File: config.mk
export PLATFORM = sky130hd
export DESIGN_NAME = access_controller
export DESIGN_NICKNAME = d
export VERILOG_FILES = /design/src/logic/memtest_pkg.sv /design/src/logic/access_controller.sv
export VERILOG_INCLUDE_DIRS = /design/src /design/src/logic
export SDC_FILE = /design/constraint.sdc
export NUM_CORES = 1
export LEC_CHECK = 0
export BUFFER_PORTS_ARGS = -buffer_cell sky130_fd_sc_hd__buf_4
export CAP_MARGIN = 25
export CORE_MARGIN = 10
export CORE_UTILIZATION = 28
export CTS_CLUSTER_SIZE = 30
export DETAILED_ROUTE_END_ITERATION = 12
export PLACE_DENSITY_LB_ADDON = 0.25
export SKIP_LAST_GASP = 1
export SYNTH_ARGS = -nofsm -noshare
export SYNTH_HDL_FRONTEND = slang
export SYNTH_SLANG_ARGS = --single-unit
File: constraint.sdc
create_clock -name slow_clk -period 5.87 [get_ports slow_clk]
set_input_delay 0.8805 -clock slow_clk [delete_from_list [all_inputs] [get_ports slow_clk]]
set_output_delay 0.8805 -clock slow_clk [all_outputs]
set_load 0.005 [all_outputs]
File: src/logic/memtest_macros.svh
`ifndef MEMTEST_MACROS_SVH
`define MEMTEST_MACROS_SVH

// Memory word and CPU word address widths
`define MT_DATA_W 32
`define MT_ADDR_W 30

// Implemented part of the data memory
// Word addresses wrap modulo the depth
`define MT_MEM_AW    8
`define MT_MEM_DEPTH (1 << `MT_MEM_AW)

// Address base stepping between rounds
`define MT_STRIDE    32
`define MT_BASE_INIT 30'h1000

`endif

File: src/logic/memtest_pkg.sv
`include "memtest_macros.svh"

package memtest_pkg;

    typedef logic [`MT_DATA_W-1:0] word_t;
    typedef logic [`MT_ADDR_W-1:0] addr_t;
    typedef logic [7:0]            byte_t;

    // Round index, one bit position of the walking one
    typedef logic [2:0] step_t;

    // ------------------------------
    // Stage payloads
    // ------------------------------

    // Sequencer to controller
    typedef struct packed {
        addr_t addr;
        word_t data;
    } round_t;

    // Controller to result stage, strobe marks a completed read
    typedef struct packed {
        word_t rdata;
        word_t expected;
        logic  strobe;
    } result_t;

    // Access controller FSM
    typedef enum logic [1:0] {
        IDLE,
        WRITE,
        READ
    } ctrl_state_t;

endpackage

File: src/logic/access_controller.sv
`timescale 1ns/100ps

module access_controller (
    input  logic                 slow_clk,
    input  logic                 rst,
    input  logic                 start,
    input  memtest_pkg::round_t  round,
    output logic                 busy,
    output logic                 mem_read,
    output logic                 mem_write,
    output memtest_pkg::addr_t   mem_addr,
    output memtest_pkg::word_t   mem_wdata,
    input  logic                 mem_stall,
    input  memtest_pkg::word_t   mem_rdata,
    output memtest_pkg::result_t result
);
    import memtest_pkg::*;

    ctrl_state_t state;
    round_t      round_q;
    logic        strobe_q;
    word_t       rdata_q;
    word_t       expected_q;

    // ------------------------------
    // Write then read FSM
    // ------------------------------

    always_ff @(posedge slow_clk) begin
        if (!rst) begin
            state    <= IDLE;
            strobe_q <= 1'b0;
        end else begin
            strobe_q <= 1'b0;
            case (state)
                IDLE: begin
                    if (start) begin
                        state <= WRITE;
                    end
                end
                WRITE: begin
                    // Level stays up until the memory stops stalling
                    if (!mem_stall) begin
                        state <= READ;
                    end
                end
                READ: begin
                    if (!mem_stall) begin
                        state    <= IDLE;
                        strobe_q <= 1'b1;
                    end
                end
                default: begin
                    state <= IDLE;
                end
            endcase
        end
    end

    // Round captured at start, held for both accesses
    always_ff @(posedge slow_clk) begin
        if (state == IDLE && start) begin
            round_q <= round;
        end
    end

    // Read word sampled in the completing read cycle
    always_ff @(posedge slow_clk) begin
        if (state == READ && !mem_stall) begin
            rdata_q    <= mem_rdata;
            expected_q <= round_q.data;
        end
    end

    // ------------------------------
    // Memory port levels
    // ------------------------------

    assign busy      = (state != IDLE);
    assign mem_write = (state == WRITE);
    assign mem_read  = (state == READ);
    assign mem_addr  = round_q.addr;
    assign mem_wdata = round_q.data;

    assign result = '{rdata: rdata_q, expected: expected_q, strobe: strobe_q};

endmodule

Yosys cells after proc, flatten, opt, wreduce, memory -nomap -nowiden. Cells that the tools add are included.

Register bits after elaboration: 129. Input bits: 98.

Multiplexer cells: 5. Reductions and logical operators: 7. Equality and inequality tests: 5.

Operators with widths (count): 2-bit 2-to-1 mux (3); 2-bit != test (second input constant) (3); 2-bit case mux with 3 select lines (1); 3-bit AND reduction (1); 2-bit by 1-bit == test with 1-bit output (second input constant) (1); 2-bit == test (second input constant) (1); 1-bit logical AND (2); 2-bit logical NOT (1); 2-bit AND reduction (1); 2-bit nonzero test (1); 1-bit logical NOT (1); 1-bit 2-to-1 mux (1).

Depth between registers and ports, before layout. Gate-level depths: netlist (run 1).

Depth in word-level cells: 3. Mapped depth: 2. Depth with buffers taken out: 2.

Worst setup path after synthesis (run 1). OpenSTA, ideal clock, no wires.

Path type: input to register. Start: input port start. End: register round_q, in the netlist mem_addr[0] (enable). Data required time: 5388 ps. Setup time: 482 ps. Path slack: 1894 ps. Arrival time: 3494 ps. Cell stages on the path: 2. Cells stage by stage: inv_1 -> nor2_1.

Word-level cells in the longest chain between the ends: 1.

RTL lines: from (decl) (line access_controller.sv:6) `input logic start,`; 1-bit logical AND (line access_controller.sv:62) `if (state == IDLE && start) begin`; to (signal assigned) (line access_controller.sv:63) `round_q <= round;`; to (decl) (line access_controller.sv:20) `round_t round_q;`.

No other way between the ends. A chain may end at the register's enable or synchronous reset.

Worst setup path after layout (run 1).
Start: register state[0]. End: output port busy.

Word-level cells in the longest chain between the ends: 1.

RTL lines: from (decl) (line access_controller.sv:19) `ctrl_state_t state;`; from (signal assigned) (line access_controller.sv:31) `state <= IDLE;`; from (signal assigned) (line access_controller.sv:38) `state <= WRITE;`; from (signal assigned) (line access_controller.sv:44) `state <= READ;`; 2-bit nonzero test (line access_controller.sv:79) `assign busy = (state != IDLE);`; to (decl) (line access_controller.sv:8) `output logic busy,`.

No other way between the ends.

==> flow_summary.ini, run 1 <==
[floorplanning]
coreArea_mm2 = 0.0138
row_count = 43
dieArea_mm2 = 0.0192
io_pins = 228
start_util = 0.285
die_x_um = 139
die_y_um = 139

[timing]
maxSlewViolCount = 0
finalCritPeriodShare = 0.371
setup_viol = 0
finalCriticalPeriod_ps = 2180
rsz0062_at_grt = no
hold_ws_ps = 448
setup_ws_ps = 3690
clock_skew_ps = 10.7
slew_headroom = 0.457
max_freq_mhz = 459
hold_viol_final = 0
worstMarginPinSlew_ps = 815
tns_ps = 0

[routing]
vias = 2286
wl_per_cell_um = 19.1
postRouteWirelength_um = 11100
final_antenna_net_count = 0
viasPerCell = 3.94
drt_pass1_iterations = 6
drc = 0
drt_iter0_drc = 85

[critical_path]
crit_required_ps = 4990
crit_type = reg2out
critPathCaptureType = output pin
critPathMaxFanout = 6
cp.arrival_ps = 1300
worstSetupStartpointType = flip-flop

[status]
status = finished clean

[synth]
syn_avg_cell_area_um2 = 28.0
yosysTopAreaCellShare = 0.960
yosysWarnings = 0
syn_inst = 141
syn_nets = 239
synth_area_leaders = edfxtp_1 96%, dfxtp_1 1.5%, nor3b_2 0.63%
synth_area_mm2 = 0.00394
ys_types = 13
ys_ff_latch = 129
synth_top_cell_by_area = edfxtp_1
yosysSeqAreaShare = 0.975

[grt]
antenna_found_initial = 0
grt-ovfl-total = 0
grt_pass1_wl_um = 16400
grt_usage = 0.114
grt_max_degree = 66
grt_pass1_vias = 2647

[final_layout]
nets = 486
area_delta_synth_final_pct = 63.4
fillers = 1211
n_antenna_cell = 0
postLayoutCoreUtil = 0.466
drive_gt1_frac = 0.650

[clock_network]
htreeDepth = 4
worstSkewPairLatency_ps = 410
cts_hold_buf = 0
cts-resized-gates = 0
post_cts_buffers = 0
cts_made_buffers = 17
cts_buffer_depth = 2
cts_sinks = 129
tritoncts = done
clkSlewWorstSetupHoldPaths_ps = 50
clock-root-buffer = clkbuf_16

[power_and_ir_drop]
peakVddDrop_mv = 0.190
p_leak_nw = 2.61
powerDensity_mw_per_mm2 = 338
power_mw = 2.18

[worst_hold_path]
hold_class = reg2reg

[flow_run]
drv_cap = 0

[placed_design]
dp_hpwl_um = 8620
dp_slack_ps = 3540
portBuffers = 227
gp_congestion = 0.737
==> registers in the layout (all words and copies together), names as in the netlist <==
register	count
mem_addr	30
state	2
mem_wdata	32
rdata_q	32
expected_q	32
strobe_q	1
==> logic make-up (layout without fill, tap and decap cells) <==
family                 Yosys count  after routing  synth area share
DFF                            129            129             0.975
AOI/OAI and AO/OA                1              1           0.00222
muxes                            1              1           0.00254
buffers and inverters            2            261           0.00286
and+or+nand+nor                  8              8            0.0175
==> metal layers <==
| layer | share of wire | wire length, µm | GRT usage | up-vias |
|---|---|---|---|---|
| met5 | 0 | 0 | 0 | - |
| met4 | 0.015 | 164 | 0.0494 | 0 |
| met3 | 0.16 | 1760 | 0.0904 | 12 |
| met2 | 0.49 | 5410 | 0.182 | 154 |
| met1 | 0.34 | 3740 | 0.105 | 1054 |
| li1 | - | - | - | 1066 |
==> Yosys cell counts <==
| cell type | instances |
|---|---|
| edfxtp_1 | 126 |
| dfxtp_1 | 3 |
| nor3b_2 | 2 |
| a31o_2 | 1 |
| and2_1 | 1 |
| and4bb_1 | 1 |
| buf_4 | 1 |
| inv_1 | 1 |
| mux2i_1 | 1 |
| nor2_1 | 1 |
| nor2b_1 | 1 |
| nor2b_2 | 1 |
| or2_2 | 1 |
==> path summary, 6_finish.rpt <==
path                                   start            end  slack (ps)  depth (start not counted)
worst max-delay path                state[0]           busy        3690                          2
worst min-delay path            mem_wdata[5]  expected_q[5]         450                          0
worst max register to register      state[0]   mem_wdata[4]        3860                          3
worst min register to register  mem_wdata[5]  expected_q[5]         450                          0
==> power breakdown <==
group          switching [mW]  total (mW)  internal, mW  leakage (nW)
logic                  0.0513       0.134        0.0828          1.15
clock network           0.357       0.970         0.613         0.263
registers              0.0149        1.07          1.06          1.19
==> cell usage in the layout, fill, tap and decap left out, drive strengths merged <==
master    netlist  routed
a31o            1       1
and2            1       1
and4bb          1       1
buf             1     229
bufinv          0       2
clkbuf          0      18
clkinv          0       9
clkinvlp        0       2
dfxtp           3       3
edfxtp        126     126
inv             1       1
mux2i           1       1
nor2            1       1
nor2b           2       2
nor3b           2       2
or2             1       1
==> layout make-up <==
cell class              count  area (µm²)  area share
well taps                 180         225      0.0350
inverters                   1        3.75    0.000583
flip-flops and latches    129        3840       0.597
clock buffers              18         429      0.0666
clock inverters            13         121      0.0188
repair buffers            229        1720       0.267
multi-input cells          10         101      0.0157
==> worst max-delay path, cell delays in order, from the launching register on <==
cell and delay, ps:
dfxtp_1 390, or2_2 360, buf_4 150
==> metrics by stage <==
stage	instance area [µm²]	cells
after floorplan	3940	141
after CTS	6440	580
after global placement	5890	549
after detailed placement	5890	549
final	6440	580
after global routing	6440	580
Note: power is estimated with default switching activity, not from simulation.
==> inputs of run 2 (changes only) <==
==> constraint.sdc (replaced) <==
create_clock -name slow_clk -period 2.2 [get_ports slow_clk]
set_input_delay 0.33 -clock slow_clk [delete_from_list [all_inputs] [get_ports slow_clk]]
set_output_delay 0.33 -clock slow_clk [all_outputs]
set_load 0.005 [all_outputs]
==> run 2 against run 1 <==
Net effect: sequential share of layout area is 0.25 points higher; critical endpoint unchanged; non-clock buffer count is 1 higher; via count is 0.17% lower; routed wire length is 2.7% lower; clock power is 140% higher; utilization is 0.16 points lower.
==> flow_summary.ini, run 2 (synthesis results as in run 1) <==
[floorplanning]
die_x_um = 139
start_util = 0.285
row_count = 43
die_y_um = 139
io_pins = 228
dieArea_mm2 = 0.0192
coreArea_mm2 = 0.0138

[worst_hold_path]
hp-start = round[52]
hold_end = mem_addr[20]
whs_path_depth = 1
hold_class = in2reg

[timing]
rsz0062_at_grt = no
hold_viol_final = 0
maxSlewViolCount = 0
setup_viol = 0
hold_ws_ps = 101
clock_skew_ps = 4.47
worstMarginPinSlew_ps = 531
finalCritPeriodShare = 0.714
finalCriticalPeriod_ps = 1570
slew_headroom = 0.646
max_freq_mhz = 637

[routing]
drt_pass1_iterations = 4
drt_iter0_drc = 84
wl_per_cell_um = 18.5
drc = 0
postRouteWirelength_um = 10800
vias = 2282
final_antenna_net_count = 0
viasPerCell = 3.92

[critical_path]
cp.arrival_ps = 1240
crit_required_ps = 1870
worstSetupStartpointType = flip-flop
critPathMaxFanout = 6
worstReg2RegEnd = mem_wdata[9]
rr_startpoint = state[0]
ff2ff_setup_slack_ps = 720
reg2regPathDepth = 3
crit_type = reg2out
critPathCaptureType = output pin

[placed_design]
portBuffers = 227
placedInstanceArea_mm2 = 0.00592
place_inst = 550
gp_congestion = 0.748
dp_hpwl_um = 8490

[grt]
grt_pass1_vias = 2627
grt_usage = 0.112
grt-ovfl-total = 0
antenna_found_initial = 0
grt_max_degree = 63
grt_pass1_wl_um = 16200

[clock_network]
worstSkewPairLatency_ps = 400
cts-resized-gates = 0
cts_made_buffers = 17
clkSlewWorstSetupHoldPaths_ps = 50
cts_hold_buf = 0
tritoncts = done
cts_sinks = 129
clock-root-buffer = clkbuf_16
htreeDepth = 4
cts_buffer_depth = 2
post_cts_buffers = 0

[final_layout]
postLayoutCoreUtil = 0.464
nets = 487
drive_gt1_frac = 0.654
post-route-cell-area_mm2 = 0.00642
n_antenna_cell = 0
fillers = 1220
final_cells = 582
area_delta_synth_final_pct = 62.9
final_common_cell = buf_4
final_cell_mix = 229 x buf_4, 126 x edfxtp_1, 17 x clkbuf_16

[power_and_ir_drop]
power_mw = 5.58
powerDensity_mw_per_mm2 = 869
p_leak_nw = 2.59
peakVddDrop_mv = 0.510

[status]
status = finished clean

[flow_run]
drv_cap = 0
==> run 2: cell types whose count changed in the layout (fill, tap and decap cells not counted) <==
cell	delta
bufinv_16	-2
dfxtp_1	-2
clkbuf_1	+1
buf_12	+1
clkinvlp_4	+2
clkinv_4	-1
clkinv_2	+1
dfxtp_2	+2
==> run 2: how the worst max path moves through the flow <==
| stage | startpoint | to | slack, ps | depth (start not counted) |
|---|---|---|---|---|
| 4_1_cts | state[0] | busy | 600 | 2 |
| 3_5_place_dp | mem_stall | expected_q[0] | 670 | 3 |
| 5_1_grt | state[0] | busy | 580 | 2 |
| 3_3_place_gp | mem_stall | expected_q[2] | 670 | 3 |
| 6_report | state[0] | busy | 630 | 2 |
| 2_1_floorplan | state[1] | expected_q[0] | -260 | 1 |
==> run 2: through the flow <==
stage	worst slack, ps	TNS, ps
finish	629	0
CTS	600	0
global route	582	0
detailed placement	667	0
floorplan	-261	-16870
global placement	669	0
==> run 2: area by class of cell <==
class | instances | area [µm²] | area share
sequential | 129 | 3850 | 0.599
timing repair buffer | 230 | 1740 | 0.271
clock buffer | 19 | 433 | 0.0674
tap | 180 | 225 | 0.0351
multi-input combinational | 10 | 101 | 0.0158
clock inverter | 13 | 72.6 | 0.0113
inverter | 1 | 3.75 | 0.000585
==> run 2: critical path, cell delays in order (launching register included) <==
cell and delay, ps:
dfxtp_2 360, or2_2 340, buf_4 150
==> run 2: per-layer routing <==
metal | share of wire | vias to the layer above | global-route usage | routed length, µm
met5 | 0 | - | 0 | 0
met4 | 0.010 | 0 | 0.0434 | 109
met3 | 0.17 | 7 | 0.0949 | 1780
met2 | 0.43 | 169 | 0.157 | 4680
met1 | 0.39 | 1037 | 0.120 | 4200
li1 | - | 1069 | - | -
==> run 2: power breakdown <==
group          switching [mW]  internal, mW
sequential             0.0409          2.82
combinational           0.135         0.226
clock                   0.944          1.41
