## src/logic/memtest_macros.svh

```systemverilog
`ifndef MEMTEST_MACROS_SVH
`define MEMTEST_MACROS_SVH

// Memory word and CPU word address widths
`define MT_DATA_W 32
`define MT_ADDR_W 30

// Implemented part of the data memory
// Word addresses wrap modulo the depth
`define MT_MEM_AW    8
`define MT_MEM_DEPTH (1 << `MT_MEM_AW)

// Address base stepping between rounds
`define MT_STRIDE    32
`define MT_BASE_INIT 30'h1000

`endif

```

## src/logic/memtest_pkg.sv

```systemverilog
`include "memtest_macros.svh"

package memtest_pkg;

    typedef logic [`MT_DATA_W-1:0] word_t;
    typedef logic [`MT_ADDR_W-1:0] addr_t;
    typedef logic [7:0]            byte_t;

    // Round index, one bit position of the walking one
    typedef logic [2:0] step_t;

    // ------------------------------
    // Stage payloads
    // ------------------------------

    // Sequencer to controller
    typedef struct packed {
        addr_t addr;
        word_t data;
    } round_t;

    // Controller to result stage, strobe marks a completed read
    typedef struct packed {
        word_t rdata;
        word_t expected;
        logic  strobe;
    } result_t;

    // Access controller FSM
    typedef enum logic [1:0] {
        IDLE,
        WRITE,
        READ
    } ctrl_state_t;

endpackage

```

## src/logic/result_latch.sv

```systemverilog
`timescale 1ns/100ps

module result_latch (
    input  logic                 slow_clk,
    input  logic                 rst,
    input  memtest_pkg::result_t result,
    output memtest_pkg::byte_t   led,
    output logic                 round_done,
    output logic [15:0]          error_count
);
    import memtest_pkg::*;

    logic mismatch;
    logic saturated;

    assign mismatch  = (result.rdata != result.expected);
    assign saturated = &error_count;

    // ------------------------------
    // LED byte and round end
    // ------------------------------

    always_ff @(posedge slow_clk) begin
        if (!rst) begin
            led        <= '0;
            round_done <= 1'b0;
        end else begin
            round_done <= result.strobe;
            if (result.strobe) begin
                led <= byte_t'(result.rdata[7:0]);
            end
        end
    end

    // ------------------------------
    // Mismatch counter
    // ------------------------------

    // Full word compared, so faults above the LED byte count too
    always_ff @(posedge slow_clk) begin
        if (!rst) begin
            error_count <= '0;
        end else if (result.strobe && mismatch && !saturated) begin
            error_count <= error_count + 16'd1;
        end
    end

endmodule

```

## config.mk

```make
export PLATFORM = sky130hd
export DESIGN_NAME = result_latch
export DESIGN_NICKNAME = d
export VERILOG_FILES = /design/src/logic/memtest_pkg.sv /design/src/logic/result_latch.sv
export VERILOG_INCLUDE_DIRS = /design/src /design/src/logic
export SDC_FILE = /design/constraint.sdc
export NUM_CORES = 1
export LEC_CHECK = 0
export BUFFER_PORTS_ARGS = -buffer_cell sky130_fd_sc_hd__buf_2
export CELL_PAD_IN_SITES_DETAIL_PLACEMENT = 1
export CELL_PAD_IN_SITES_GLOBAL_PLACEMENT = 1
export CORE_ASPECT_RATIO = 0.7
export CORE_MARGIN = 2
export CORE_UTILIZATION = 28
export CTS_CLUSTER_SIZE = 30
export DETAILED_ROUTE_END_ITERATION = 8
export PLACE_DENSITY_LB_ADDON = 0.1
export SLEW_MARGIN = 5
export SYNTH_ARGS = -nofsm -noshare
export SYNTH_HDL_FRONTEND = slang
export SYNTH_SLANG_ARGS = --single-unit
```

## constraint.sdc

```tcl
create_clock -name slow_clk -period 1.6 [get_ports slow_clk]
set_input_delay 0 -clock slow_clk [delete_from_list [all_inputs] [get_ports slow_clk]]
set_output_delay 0 -clock slow_clk [all_outputs]
set_load 0.02 [all_outputs]
```

# Word level (Yosys, flattened, before mapping)
# Index checks and enable logic that the tools add are counted.
[op_classes]
reduce_logical = 4
n_eq_ne = 1
addsub = 1
[op_table]
columns = ["op", "count"]
rows = [
  ["$ne 32x32->1", 1],
  ["$add 16x1->16 const B", 1],
  ["$reduce_and 16->1", 1],
  ["$logic_and 1x1->1", 2],
  ["$logic_not 1->1", 1],
]
[totals]
output_inout_bits = 25
reg_bits = 25
word_cells = 9

# Depth between registers and ports, before layout
# Gate-level depths: netlist of run 1.
[logic_depth]
word_depth = 3
ltp_mapped = 8
ltp_nobuf = 7

# Worst setup path after synthesis of run 1
# Ideal clock, no wire load.
[synth_timing]
path_type = "register to register"
start = "register error_count[0]"
end = "register error_count[5]"
n_path_buf = 1
setup_time_ns = 0.129
synth_period_minus_slack_ns = 1.714
t_arrival_ns = 1.585
stages_incl_launch_ff = 9
slack_ns = -0.114
required_ns = 1.471
path_cell_list = "dfxtp_1 > ha_1 > inv_1 > nor4_4 > nand2_1 > nand2_1 > buf_4 > nor4_1 > mux2i_1"
[synth_between]
elab_chain_cells = 3
[synth_rtl]
columns = ["element", "line", "text"]
rows = [
  ["start, declared", "result_latch.sv:9", "output logic [15:0] error_count"],
  ["start signal, assigned", "result_latch.sv:44", "error_count <= error_count + 16'd1;"],
  ["branches (longest 3 deep; another with $add 16x1->16)", "n/a", ""],
]
# Several ways; the timed one is not identified.
# A chain may end at the register's enable or synchronous reset.

# Worst setup path after layout of run 1
[layout_timing]
start = "register error_count[8]"
end = "register error_count[9]"
# Same word-level chain as after synthesis.

==> impl_metrics.py, run 1 <==
metrics = {
    "drt": {
        "drtIter0Drc": 42,
        "num_vias": 1767,
        "wire_per_inst_um": 14.4,
        "wirelength_mm": 5.39,
        "antenna_left": 0,
        "viasPerCell": 4.72,
        "first_pass_iters": 4,
        "drc": 0,
    },
    "timing": {
        "finalCritPeriodShare_pct": 101,
        "setup_viol": 1,
        "fin_crit_ps": 1610,
        "fmax_ghz": 0.620,
        "rsz0062_at_grt": "true",
        "finalSetupTns_ps": -13.5,
        "relSlewSlack_pct": 74.6,
        "skew_ps": 7.61,
        "slew_viol_final": 0,
        "worstMarginPinSlew_ps": 377,
        "finalWorstSetupSlack_ps": -13.5,
        "hold_violations": 0,
    },
    "run_status": {
        "status": "finished, violations left",
        "violations": "negative setup slack",
    },
    "clocking": {
        "clock_path_buffers": 2,
        "clkSlewWorstSetupHoldPaths_ps": 100,
        "cts_made_buffers": 3,
        "cts_tree": "yes",
        "htreeDepth": 1,
        "clock-sinks": 25,
        "root_buffer": "clkbuf_8",
        "clock_latency_ps": 280,
    },
    "setup_path": {
        "rr_worst_depth": 7,
        "endpoint_kind": "flip-flop",
        "reg2reg_to": "error_count[9]",
        "slowest_stage": "or4_4",
        "crit_type": "reg -> reg",
        "r2r_setup_slack_ps": -10,
        "worstPathRequired_ps": 1800,
        "r2r-start": "error_count[8]",
        "worstPathArrival_ps": 1820,
        "crit_fanout": 3,
        "cp_cell_sequence": "nand4_1, buf_4, nor4_4, nand2_1, nand2_2, or4_4, a21oi_2",
        "crit_end": "error_count[9]",
        "cpPeakStageDelay_ps": 500,
        "worstSetupStartpoint": "error_count[8]",
        "worstSetupStartpointType": "flip-flop",
    },
    "final_layout": {
        "drive_gt1_share_pct": 53.0,
        "fin_cells": 374,
        "nFillCells": 675,
        "area_growth_pct": 61.7,
        "n_antenna_cell": 0,
        "nets": 371,
        "final_core_util_pct": 48.1,
    },
    "logic_synthesis": {
        "seq_area_frac_synth_pct": 31.3,
        "syn_inst": 177,
        "synth_top_area_share_pct": 31.3,
        "ys_ff_latch": 25,
        "syn_nets": 245,
        "yosys.cell_types.count": 39,
        "netlist_top_cells_area": "dfxtp_1, xnor2_1, mux2i_1, nand4_1, nand2_1",
        "yosys_warnings": 0,
        "syn-cell-area_sq_mm": 0.00160,
        "synth_top_area_cell": "dfxtp_1",
        "syn_avg_cell_area_sq_um": 9.02,
    },
    "floorplanning": {
        "start_util_pct": 29.7,
        "row_count": 22,
        "dieArea_sq_mm": 0.00633,
        "core-area_sq_mm": 0.00537,
        "die_w_um": 94.3,
        "chipHeight_um": 67.2,
        "io_pins": 92,
    },
    "global_route": {
        "grt_pass1_vias": 1719,
        "antenna_found_initial": 0,
        "grt_pass1_wl_mm": 7.95,
        "gr-total-overflow": 0,
        "grt_max_degree": 22,
        "track_usage_pct": 15.9,
    },
    "pwr": {
        "cellPowerDensity_mw_per_mm2": 539,
        "static-leakage-power_uw": 0.00112,
        "vdd_drop_max_uv": 324,
    },
    "placed_design": {
        "placed_cells": 358,
        "portBuffers": 91,
        "gp_congestion": 0.806,
        "hpwlAfterDp_mm": 4.12,
    },
    "job": {
        "drv_cap": 0,
    },
    "min_path": {
        "hp-class": "in -> reg",
        "hold_depth": 3,
    },
}
[metal layers]
layer	routed length, um	global-route usage [%]
met2	2480	25.4
met1	2560	22.4
met3	334	4.02
met5	0	0
met4	16	2.17
[kinds of logic after synthesis]
group	after synthesis	share of synthesized area, %
flops	25	31.3
simple gates	76	28.4
fa+ha+maj	1	0.784
mux	15	9.40
buf+inv	12	4.86
compound gates	16	7.60
xor+xnor	32	17.6
[cells in the final DEF, fill, tap and decap left out, drive strengths merged, types with 3 or more instances in the layout]
master / instances
buf: 121
xnor2: 32
dfxtp: 25
nand2: 16
mux2i: 15
nand4: 15
nor2: 12
nand2b: 8
dlygate4sd3: 8
nand3: 8
nor4: 5
o31ai: 4
inv: 4
or4: 3
clkbuf: 3
[flip-flops by register name, summed over array words and instances, names as in the netlist]
name         cells
error_count     16
led              8
round_done       1
[cells in the mapped netlist (all sizes together)]
| master | instances |
|---|---|
| nand2 | 16 |
| inv | 4 |
| o311a | 1 |
| buf | 6 |
| and4b | 1 |
| ha | 1 |
| a21oi | 2 |
| dfxtp | 25 |
| nor4 | 5 |
| o31ai | 4 |
| o21ai | 1 |
| nor2 | 12 |
| nand2b | 8 |
| nand3 | 8 |
| and2 | 2 |
| nor3b | 1 |
| o311ai | 2 |
| mux2i | 15 |
| xnor2 | 32 |
| a221oi | 1 |
| and4 | 1 |
| or4 | 3 |
| nand4 | 15 |
| nor4b | 1 |
| clkbuf | 2 |
| o211ai | 2 |
| o21bai | 1 |
| nor3 | 2 |
| o41ai | 2 |
| or3 | 1 |
[report_power, final]
part           total [uW]  internal [uW]  switching (uW)
registers             650            639            10.8
logic                 342            185             158
clock network         400            177             223
[worst min path at each step]
stage          startpoint        endpoint  slack, ps
3_3_place_gp   result[38]          led[5]        270
4_1_cts               rst  error_count[3]         50
2_1_floorplan         rst  error_count[2]        140
6_report              rst  error_count[3]         50
3_5_place_dp   result[38]          led[5]        270
5_1_grt               rst  error_count[4]         80
[worst max-delay path: cells and delay by family (launching register included)]
kind / cells / cell delay, ps
buffers and inverters: 1 / 150
AO/OA/AOI/OAI: 1 / 170
AND/OR/NAND/NOR: 5 / 890
flip-flops: 1 / 330
[metrics by stage]
step           instance area (sq um)  hold WS, ps  power, uW  setup slack [ps]
5_1_grt                         2580         83.5       1480             -80.3
3_3_place_gp                    2290          270        969              -125
3_5_place_dp                    2290          274        974             -67.7
2_1_floorplan                   1610          142        822              2.93
6_report                        2580         51.8       1390             -13.5
4_1_cts                         2460         50.7       1390             -17.0
[layout make-up]
class / count / area [sq um] / share of cell area [%]
flip-flops and latches: 25 / 515 / 20.0
clock inverters: 1 / 7.51 / 0.291
inverters: 4 / 17.5 / 0.679
clock buffers: 3 / 41.3 / 1.60
multi-input cells: 140 / 1130 / 43.9
well taps: 72 / 90.1 / 3.49
repair buffers: 129 / 776 / 30.1
[repair_timing]
item                                    in CTS  in global routing
buffers inserted                             0                  4
endpoints found under the hold margin        8                  0
gates resized for setup                      8                 22
pin swaps                                    1                  8
hold buffers                                 8                  0
endpoints found under the setup margin       6                 16
No activity file was read; power rests on OpenSTA's default activity.
==> inputs of run 2 (changes only) <==
--- a/config.mk
+++ b/config.mk
@@ -6,14 +6,14 @@
 export SDC_FILE = /design/constraint.sdc
 export NUM_CORES = 1
 export LEC_CHECK = 0
-export BUFFER_PORTS_ARGS = -buffer_cell sky130_fd_sc_hd__buf_2
 export CELL_PAD_IN_SITES_DETAIL_PLACEMENT = 1
 export CELL_PAD_IN_SITES_GLOBAL_PLACEMENT = 1
 export CORE_ASPECT_RATIO = 0.7
 export CORE_MARGIN = 2
-export CORE_UTILIZATION = 28
+export CORE_UTILIZATION = 39
 export CTS_CLUSTER_SIZE = 30
 export DETAILED_ROUTE_END_ITERATION = 8
+export DONT_BUFFER_PORTS = 1
 export PLACE_DENSITY_LB_ADDON = 0.1
 export SLEW_MARGIN = 5
 export SYNTH_ARGS = -nofsm -noshare
==> run 2 against run 1 <==
- the run still ends with negative setup slack left
- combinational power down 31%
- core utilization grew 11 points
- first-iteration DRC count down 4.8%
- non-clock buffer count fell by 70
==> impl_metrics.py, run 2 (synthesis gave the netlist of run 1 again) <==
metrics = {
    "global_route": {
        "grt_max_degree": 26,
        "grt_pass1_wl_mm": 7.96,
        "track_usage_pct": 22.5,
        "gr-total-overflow": 0,
        "grt_pass1_vias": 1614,
        "antenna_found_initial": 0,
    },
    "final_layout": {
        "top_regs": "error_count x16, led x8, round_done x1",
        "final_area_sq_mm": 0.00232,
        "top_register": "error_count",
        "area_growth_pct": 45.1,
        "nFillCells": 449,
        "layout_commonest_cell": "xnor2_1",
        "multiInputGateArea_sq_mm": 0.00115,
        "nets": 301,
        "drive_gt1_share_pct": 28.9,
        "seqCellArea_sq_um": 513,
        "mostFrequentLayoutCells": "xnor2_1, dlygate4sd3_1, buf_4, mux2i_1, dfxtp_1",
        "n_antenna_cell": 0,
        "largest_reg_flops": 16,
    },
    "timing": {
        "setup_viol": 8,
        "skew_ps": 2.75,
        "rsz0062_at_grt": "true",
        "slew_viol_final": 0,
        "relSlewSlack_pct": 51.2,
        "hold_violations": 0,
        "finalWorstSetupSlack_ps": -63.2,
        "worstMarginPinSlew_ps": 732,
        "finalSetupTns_ps": -201,
        "fmax_ghz": 0.601,
        "finalCritPeriodShare_pct": 104,
        "fin_crit_ps": 1660,
    },
    "drt": {
        "viasPerCell": 5.63,
        "wire_per_inst_um": 19.6,
        "num_vias": 1598,
        "first_pass_iters": 4,
        "drtIter0Drc": 40,
        "wirelength_mm": 5.56,
        "antenna_left": 0,
        "drc": 0,
    },
    "setup_path": {
        "slowest_stage": "nor4_4",
        "worstPathArrival_ps": 1830,
        "crit_type": "reg -> reg",
        "worstPathRequired_ps": 1760,
        "worstSetupStartpointType": "flip-flop",
        "endpoint_kind": "flip-flop",
        "cp_cell_sequence": "nand4_1, nor4_4, buf_4, nand3_4, o311a_1",
        "cpPeakStageDelay_ps": 370,
        "crit_fanout": 3,
    },
    "job": {
        "drv_cap": 0,
    },
    "pwr": {
        "p_int_uw": 958,
        "cellPowerDensity_mw_per_mm2": 553,
        "p_switching_uw": 322,
        "power_frac_comb_pct": 18.4,
        "static-leakage-power_uw": 0.000801,
        "power_frac_seq_pct": 52.2,
        "p_clk_share_pct": 29.4,
        "vdd_drop_max_uv": 455,
        "sw_frac_of_total_pct": 25.2,
    },
    "floorplanning": {
        "dieArea_sq_mm": 0.00463,
        "die_w_um": 80.5,
        "row_count": 19,
        "chipHeight_um": 57.5,
        "core-area_sq_mm": 0.00392,
        "io_pins": 92,
        "start_util_pct": 40.7,
    },
    "placed_design": {
        "dpl_cell_area_sq_mm": 0.00181,
        "hpwlAfterDp_mm": 3.54,
        "gp_congestion": 0.798,
        "portBuffers": 0,
    },
    "run_status": {
        "status": "finished, violations left",
        "violations": "negative setup slack",
    },
    "clocking": {
        "clock_path_buffers": 2,
        "root_buffer": "clkbuf_8",
        "clock_latency_ps": 270,
        "htreeDepth": 1,
        "cts_made_buffers": 3,
        "clkSlewWorstSetupHoldPaths_ps": 90,
        "clock-sinks": 25,
        "cts_tree": "yes",
    },
    "min_path": {
        "hp-class": "in -> reg",
    },
}
==> run 2: final cells by class <==
type | instances | share of cell area (%)
Sequential cell | 25 | 22.2
Tap cell | 52 | 2.81
Timing Repair Buffer | 59 | 23.0
Multi-Input combinational cell | 140 | 49.5
Clock buffer | 4 | 1.94
Inverter | 4 | 0.648
==> run 2: layer usage <==
metal	GRT usage (%)	up-vias	part of all wire [%]
li1	-	748	-
met1	28.5	772	41
met2	37.9	70	50
met3	7.28	8	7.4
met4	4.36	0	1.5
met5	0	-	0
==> run 2: final timing paths <==
kind                         from  cells after the start  slack (ps)              end
hold reg to reg   error_count[12]                      2         600  error_count[12]
setup / recovery   error_count[8]                      5         -60  error_count[14]
hold / removal          result[0]                      2          30  error_count[12]
setup reg to reg   error_count[8]                      5         -60  error_count[14]
==> run 2: power by group through the flow <==
stage / clock network (uW) / logic [uW] / registers, uW
3_5_place_dp: 0 / 160 / 683
4_1_cts: 392 / 216 / 669
3_3_place_gp: 0 / 153 / 682
2_1_floorplan: 0 / 135 / 687
5_1_grt: 413 / 257 / 671
6_report: 377 / 235 / 668
==> run 2: metrics by stage <==
stage / hold slack, ps / total power, uW / worst slack (ps) / std cells / util, %
after CTS: -156 / 1280 / -12.4 / 281 / 55.5
after detailed placement: 137 / 843 / -34.3 / 248 / 46.3
after floorplan: 142 / 822 / 2.93 / 177 / -
final: 33.9 / 1280 / -63.2 / 284 / 59.0
after global routing: 24.1 / 1340 / -160 / 284 / 59.0
after global placement: 126 / 835 / 57.2 / 248 / 46.3
==> run 2: critical path: cells and delay by family, from the launching register on <==
family                 cells  cell delay (ps)
AND/OR/NAND/NOR            3              640
AO/OA/AOI/OAI              1              370
flip-flops                 1              350
buffers and inverters      1              200
==> run 2: timing repair <==
action,in CTS,in global routing
setup endpoints to repair,9,17
endpoints found under the hold margin,23,5
pin swaps,2,10
buffers inserted,0,2
hold buffers,29,2
resized for setup,5,24
==> inputs of run 3 (changes only) <==
--- a/config.mk
+++ b/config.mk
@@ -14,7 +14,7 @@
 export CTS_CLUSTER_SIZE = 30
 export DETAILED_ROUTE_END_ITERATION = 8
 export DONT_BUFFER_PORTS = 1
-export PLACE_DENSITY_LB_ADDON = 0.1
+export PLACE_DENSITY = 0.71
 export SLEW_MARGIN = 5
 export SYNTH_ARGS = -nofsm -noshare
 export SYNTH_HDL_FRONTEND = slang
==> constraint.sdc (replaced) <==
create_clock -name slow_clk -period 1.6 [get_ports slow_clk]
set_input_delay 0 -clock slow_clk [delete_from_list [all_inputs] [get_ports slow_clk]]
set_output_delay 0 -clock slow_clk [all_outputs]
set_load 0.005 [all_outputs]
==> run 3 against run 2 <==
- critical path type unchanged
- sequential cell count stayed put
- critical endpoint is now error_count[5]
- largest cell class unchanged
- via count is 9.4% higher
- largest power group unchanged
- highest routed layer unchanged
- power is 1.6% higher
- the flow still finishes with violations (negative setup slack)
==> impl_metrics.py, run 3 (synthesis gave the netlist of run 1 again) <==
metrics = {
    "run_status": {
        "status": "finished, violations left",
        "violations": "negative setup slack",
    },
    "floorplanning": {
        "dieArea_sq_mm": 0.00463,
        "die_w_um": 80.5,
        "chipHeight_um": 57.5,
        "row_count": 19,
        "core-area_sq_mm": 0.00392,
        "start_util_pct": 40.7,
        "io_pins": 92,
    },
    "global_route": {
        "grt_pass1_vias": 1762,
        "use_met1_pct": 30.5,
        "antenna_found_initial": 0,
        "gr-total-overflow": 0,
        "grtUsageMet3_pct": 7.28,
        "grt_pass1_wl_mm": 9.22,
        "gr-max-usage-layer": "met2",
        "grtUsageMet2_pct": 46.9,
        "track_usage_pct": 26.4,
        "grt_max_degree": 22,
    },
    "timing": {
        "setup_viol": 14,
        "finalCritPeriodShare_pct": 106,
        "rsz0062_at_grt": "true",
        "fmax_ghz": 0.588,
        "relSlewSlack_pct": 65.3,
        "fin_crit_ps": 1700,
        "skew_ps": 7.89,
        "worstMarginPinSlew_ps": 520,
        "hold_violations": 0,
        "slew_viol_final": 0,
        "finalSetupTns_ps": -784,
        "finalWorstSetupSlack_ps": -99.8,
    },
    "pwr": {
        "power_uw": 1300,
        "cellPowerDensity_mw_per_mm2": 530,
        "static-leakage-power_uw": 0.000853,
        "vdd_drop_max_uv": 270,
    },
    "setup_path": {
        "crit_type": "reg -> reg",
        "worstPathRequired_ps": 1790,
        "reg2reg_to": "error_count[5]",
        "worstPathArrival_ps": 1890,
        "worstSetupStartpointType": "flip-flop",
        "r2r-start": "error_count[0]",
        "rr_worst_depth": 8,
        "crit_fanout": 5,
        "endpoint_kind": "flip-flop",
        "r2r_setup_slack_ps": -100,
    },
    "placed_design": {
        "gp_congestion": 0.929,
        "hpwlAfterDp_mm": 3.85,
        "place_ws_ps": -74.1,
        "portBuffers": 0,
        "dpl_cell_area_sq_mm": 0.00178,
    },
    "clocking": {
        "cts_made_buffers": 3,
        "clock-sinks": 25,
        "cts_tree": "yes",
        "htreeDepth": 1,
        "clkSlewWorstSetupHoldPaths_ps": 90,
        "root_buffer": "clkbuf_8",
        "clock_latency_ps": 270,
        "clock_path_buffers": 2,
    },
    "final_layout": {
        "top_register": "error_count",
        "seqCellArea_sq_um": 518,
        "nFillCells": 434,
        "layout_commonest_cell": "dlygate4sd3_1",
        "final_core_util_pct": 62.6,
        "largest_reg_flops": 16,
        "area_growth_pct": 53.8,
        "multiInputGateArea_sq_mm": 0.00118,
        "nets": 309,
        "n_antenna_cell": 0,
        "mostFrequentLayoutCells": "dlygate4sd3_1, xnor2_1, buf_4, mux2i_1, dfxtp_1",
        "final_area_sq_mm": 0.00245,
        "top_regs": "error_count x16, led x8, round_done x1",
        "drive_gt1_share_pct": 31.3,
    },
    "job": {
        "drv_cap": 0,
    },
    "min_path": {
        "hp-start": "result[0]",
        "hp-class": "in -> reg",
        "hold_depth": 3,
        "hold_path_end": "error_count[13]",
    },
    "drt": {
        "wire_per_inst_um": 24.2,
        "viasPerCell": 5.99,
        "antenna_left": 0,
        "drtIter0Drc": 105,
        "wirelength_mm": 7.06,
        "first_pass_iters": 4,
        "drc": 0,
        "num_vias": 1749,
    },
}
[run 3: where the power goes]
group	leakage, uW	internal [uW]	switching [uW]
combinational	0.000622	162	101
clock	0.0000228	178	204
sequential	0.000209	638	16.9
total	0.000853	979	322
[run 3: layer usage]
metal | vias to the layer above | part of all wire (%) | wire [um]
met5 | - | 0 | 0
met2 | 116 | 49 | 3480
met3 | 28 | 7.4 | 523
li1 | 768 | - | -
met1 | 837 | 39 | 2730
met4 | 0 | 4.6 | 325
[run 3: worst max path at each step]
stage / start / end / slack (ps) / cells after the start
2_1_floorplan: error_count[0] / error_count[5] / 30 / 8
3_3_place_gp: error_count[0] / error_count[3] / 50 / 8
3_5_place_dp: error_count[0] / error_count[4] / -70 / 8
4_1_cts: error_count[2] / error_count[2] / 2 / 7
5_1_grt: error_count[5] / error_count[5] / -140 / 7
6_report: error_count[0] / error_count[5] / -100 / 8
[run 3: critical path, cell delays in order (launching register included)]
cell and delay, ps:
dfxtp_4 380, ha_4 150, inv_4 40, nor4_4 320
nand2_2 170, nand2_4 130, clkbuf_16 160, nor4_2 50
mux2i_1 190
[run 3: timing repair]
action | CTS | global route
endpoints found under the hold margin | 24 | 5
hold buffers | 33 | 1
pin swaps | 4 | 16
resized for setup | 13 | 39
buffers inserted | 1 | 7
setup endpoints to repair | 12 | 16
gates cloned | 0 | 1
[run 3: area by class of cell]
type	count	area share, %
Timing Repair Buffer	67	25.7
Sequential cell	25	21.1
Tap cell	52	2.65
Multi-Input combinational cell	140	48.0
Clock buffer	4	1.83
Inverter	4	0.714
[run 3: metrics by stage]
step | instances | hold WS, ps
4_1_cts | 283 | -124
5_1_grt | 292 | 9.97
6_report | 292 | 20.2
3_3_place_gp | 245 | 127
3_5_place_dp | 245 | 139
2_1_floorplan | 177 | 148
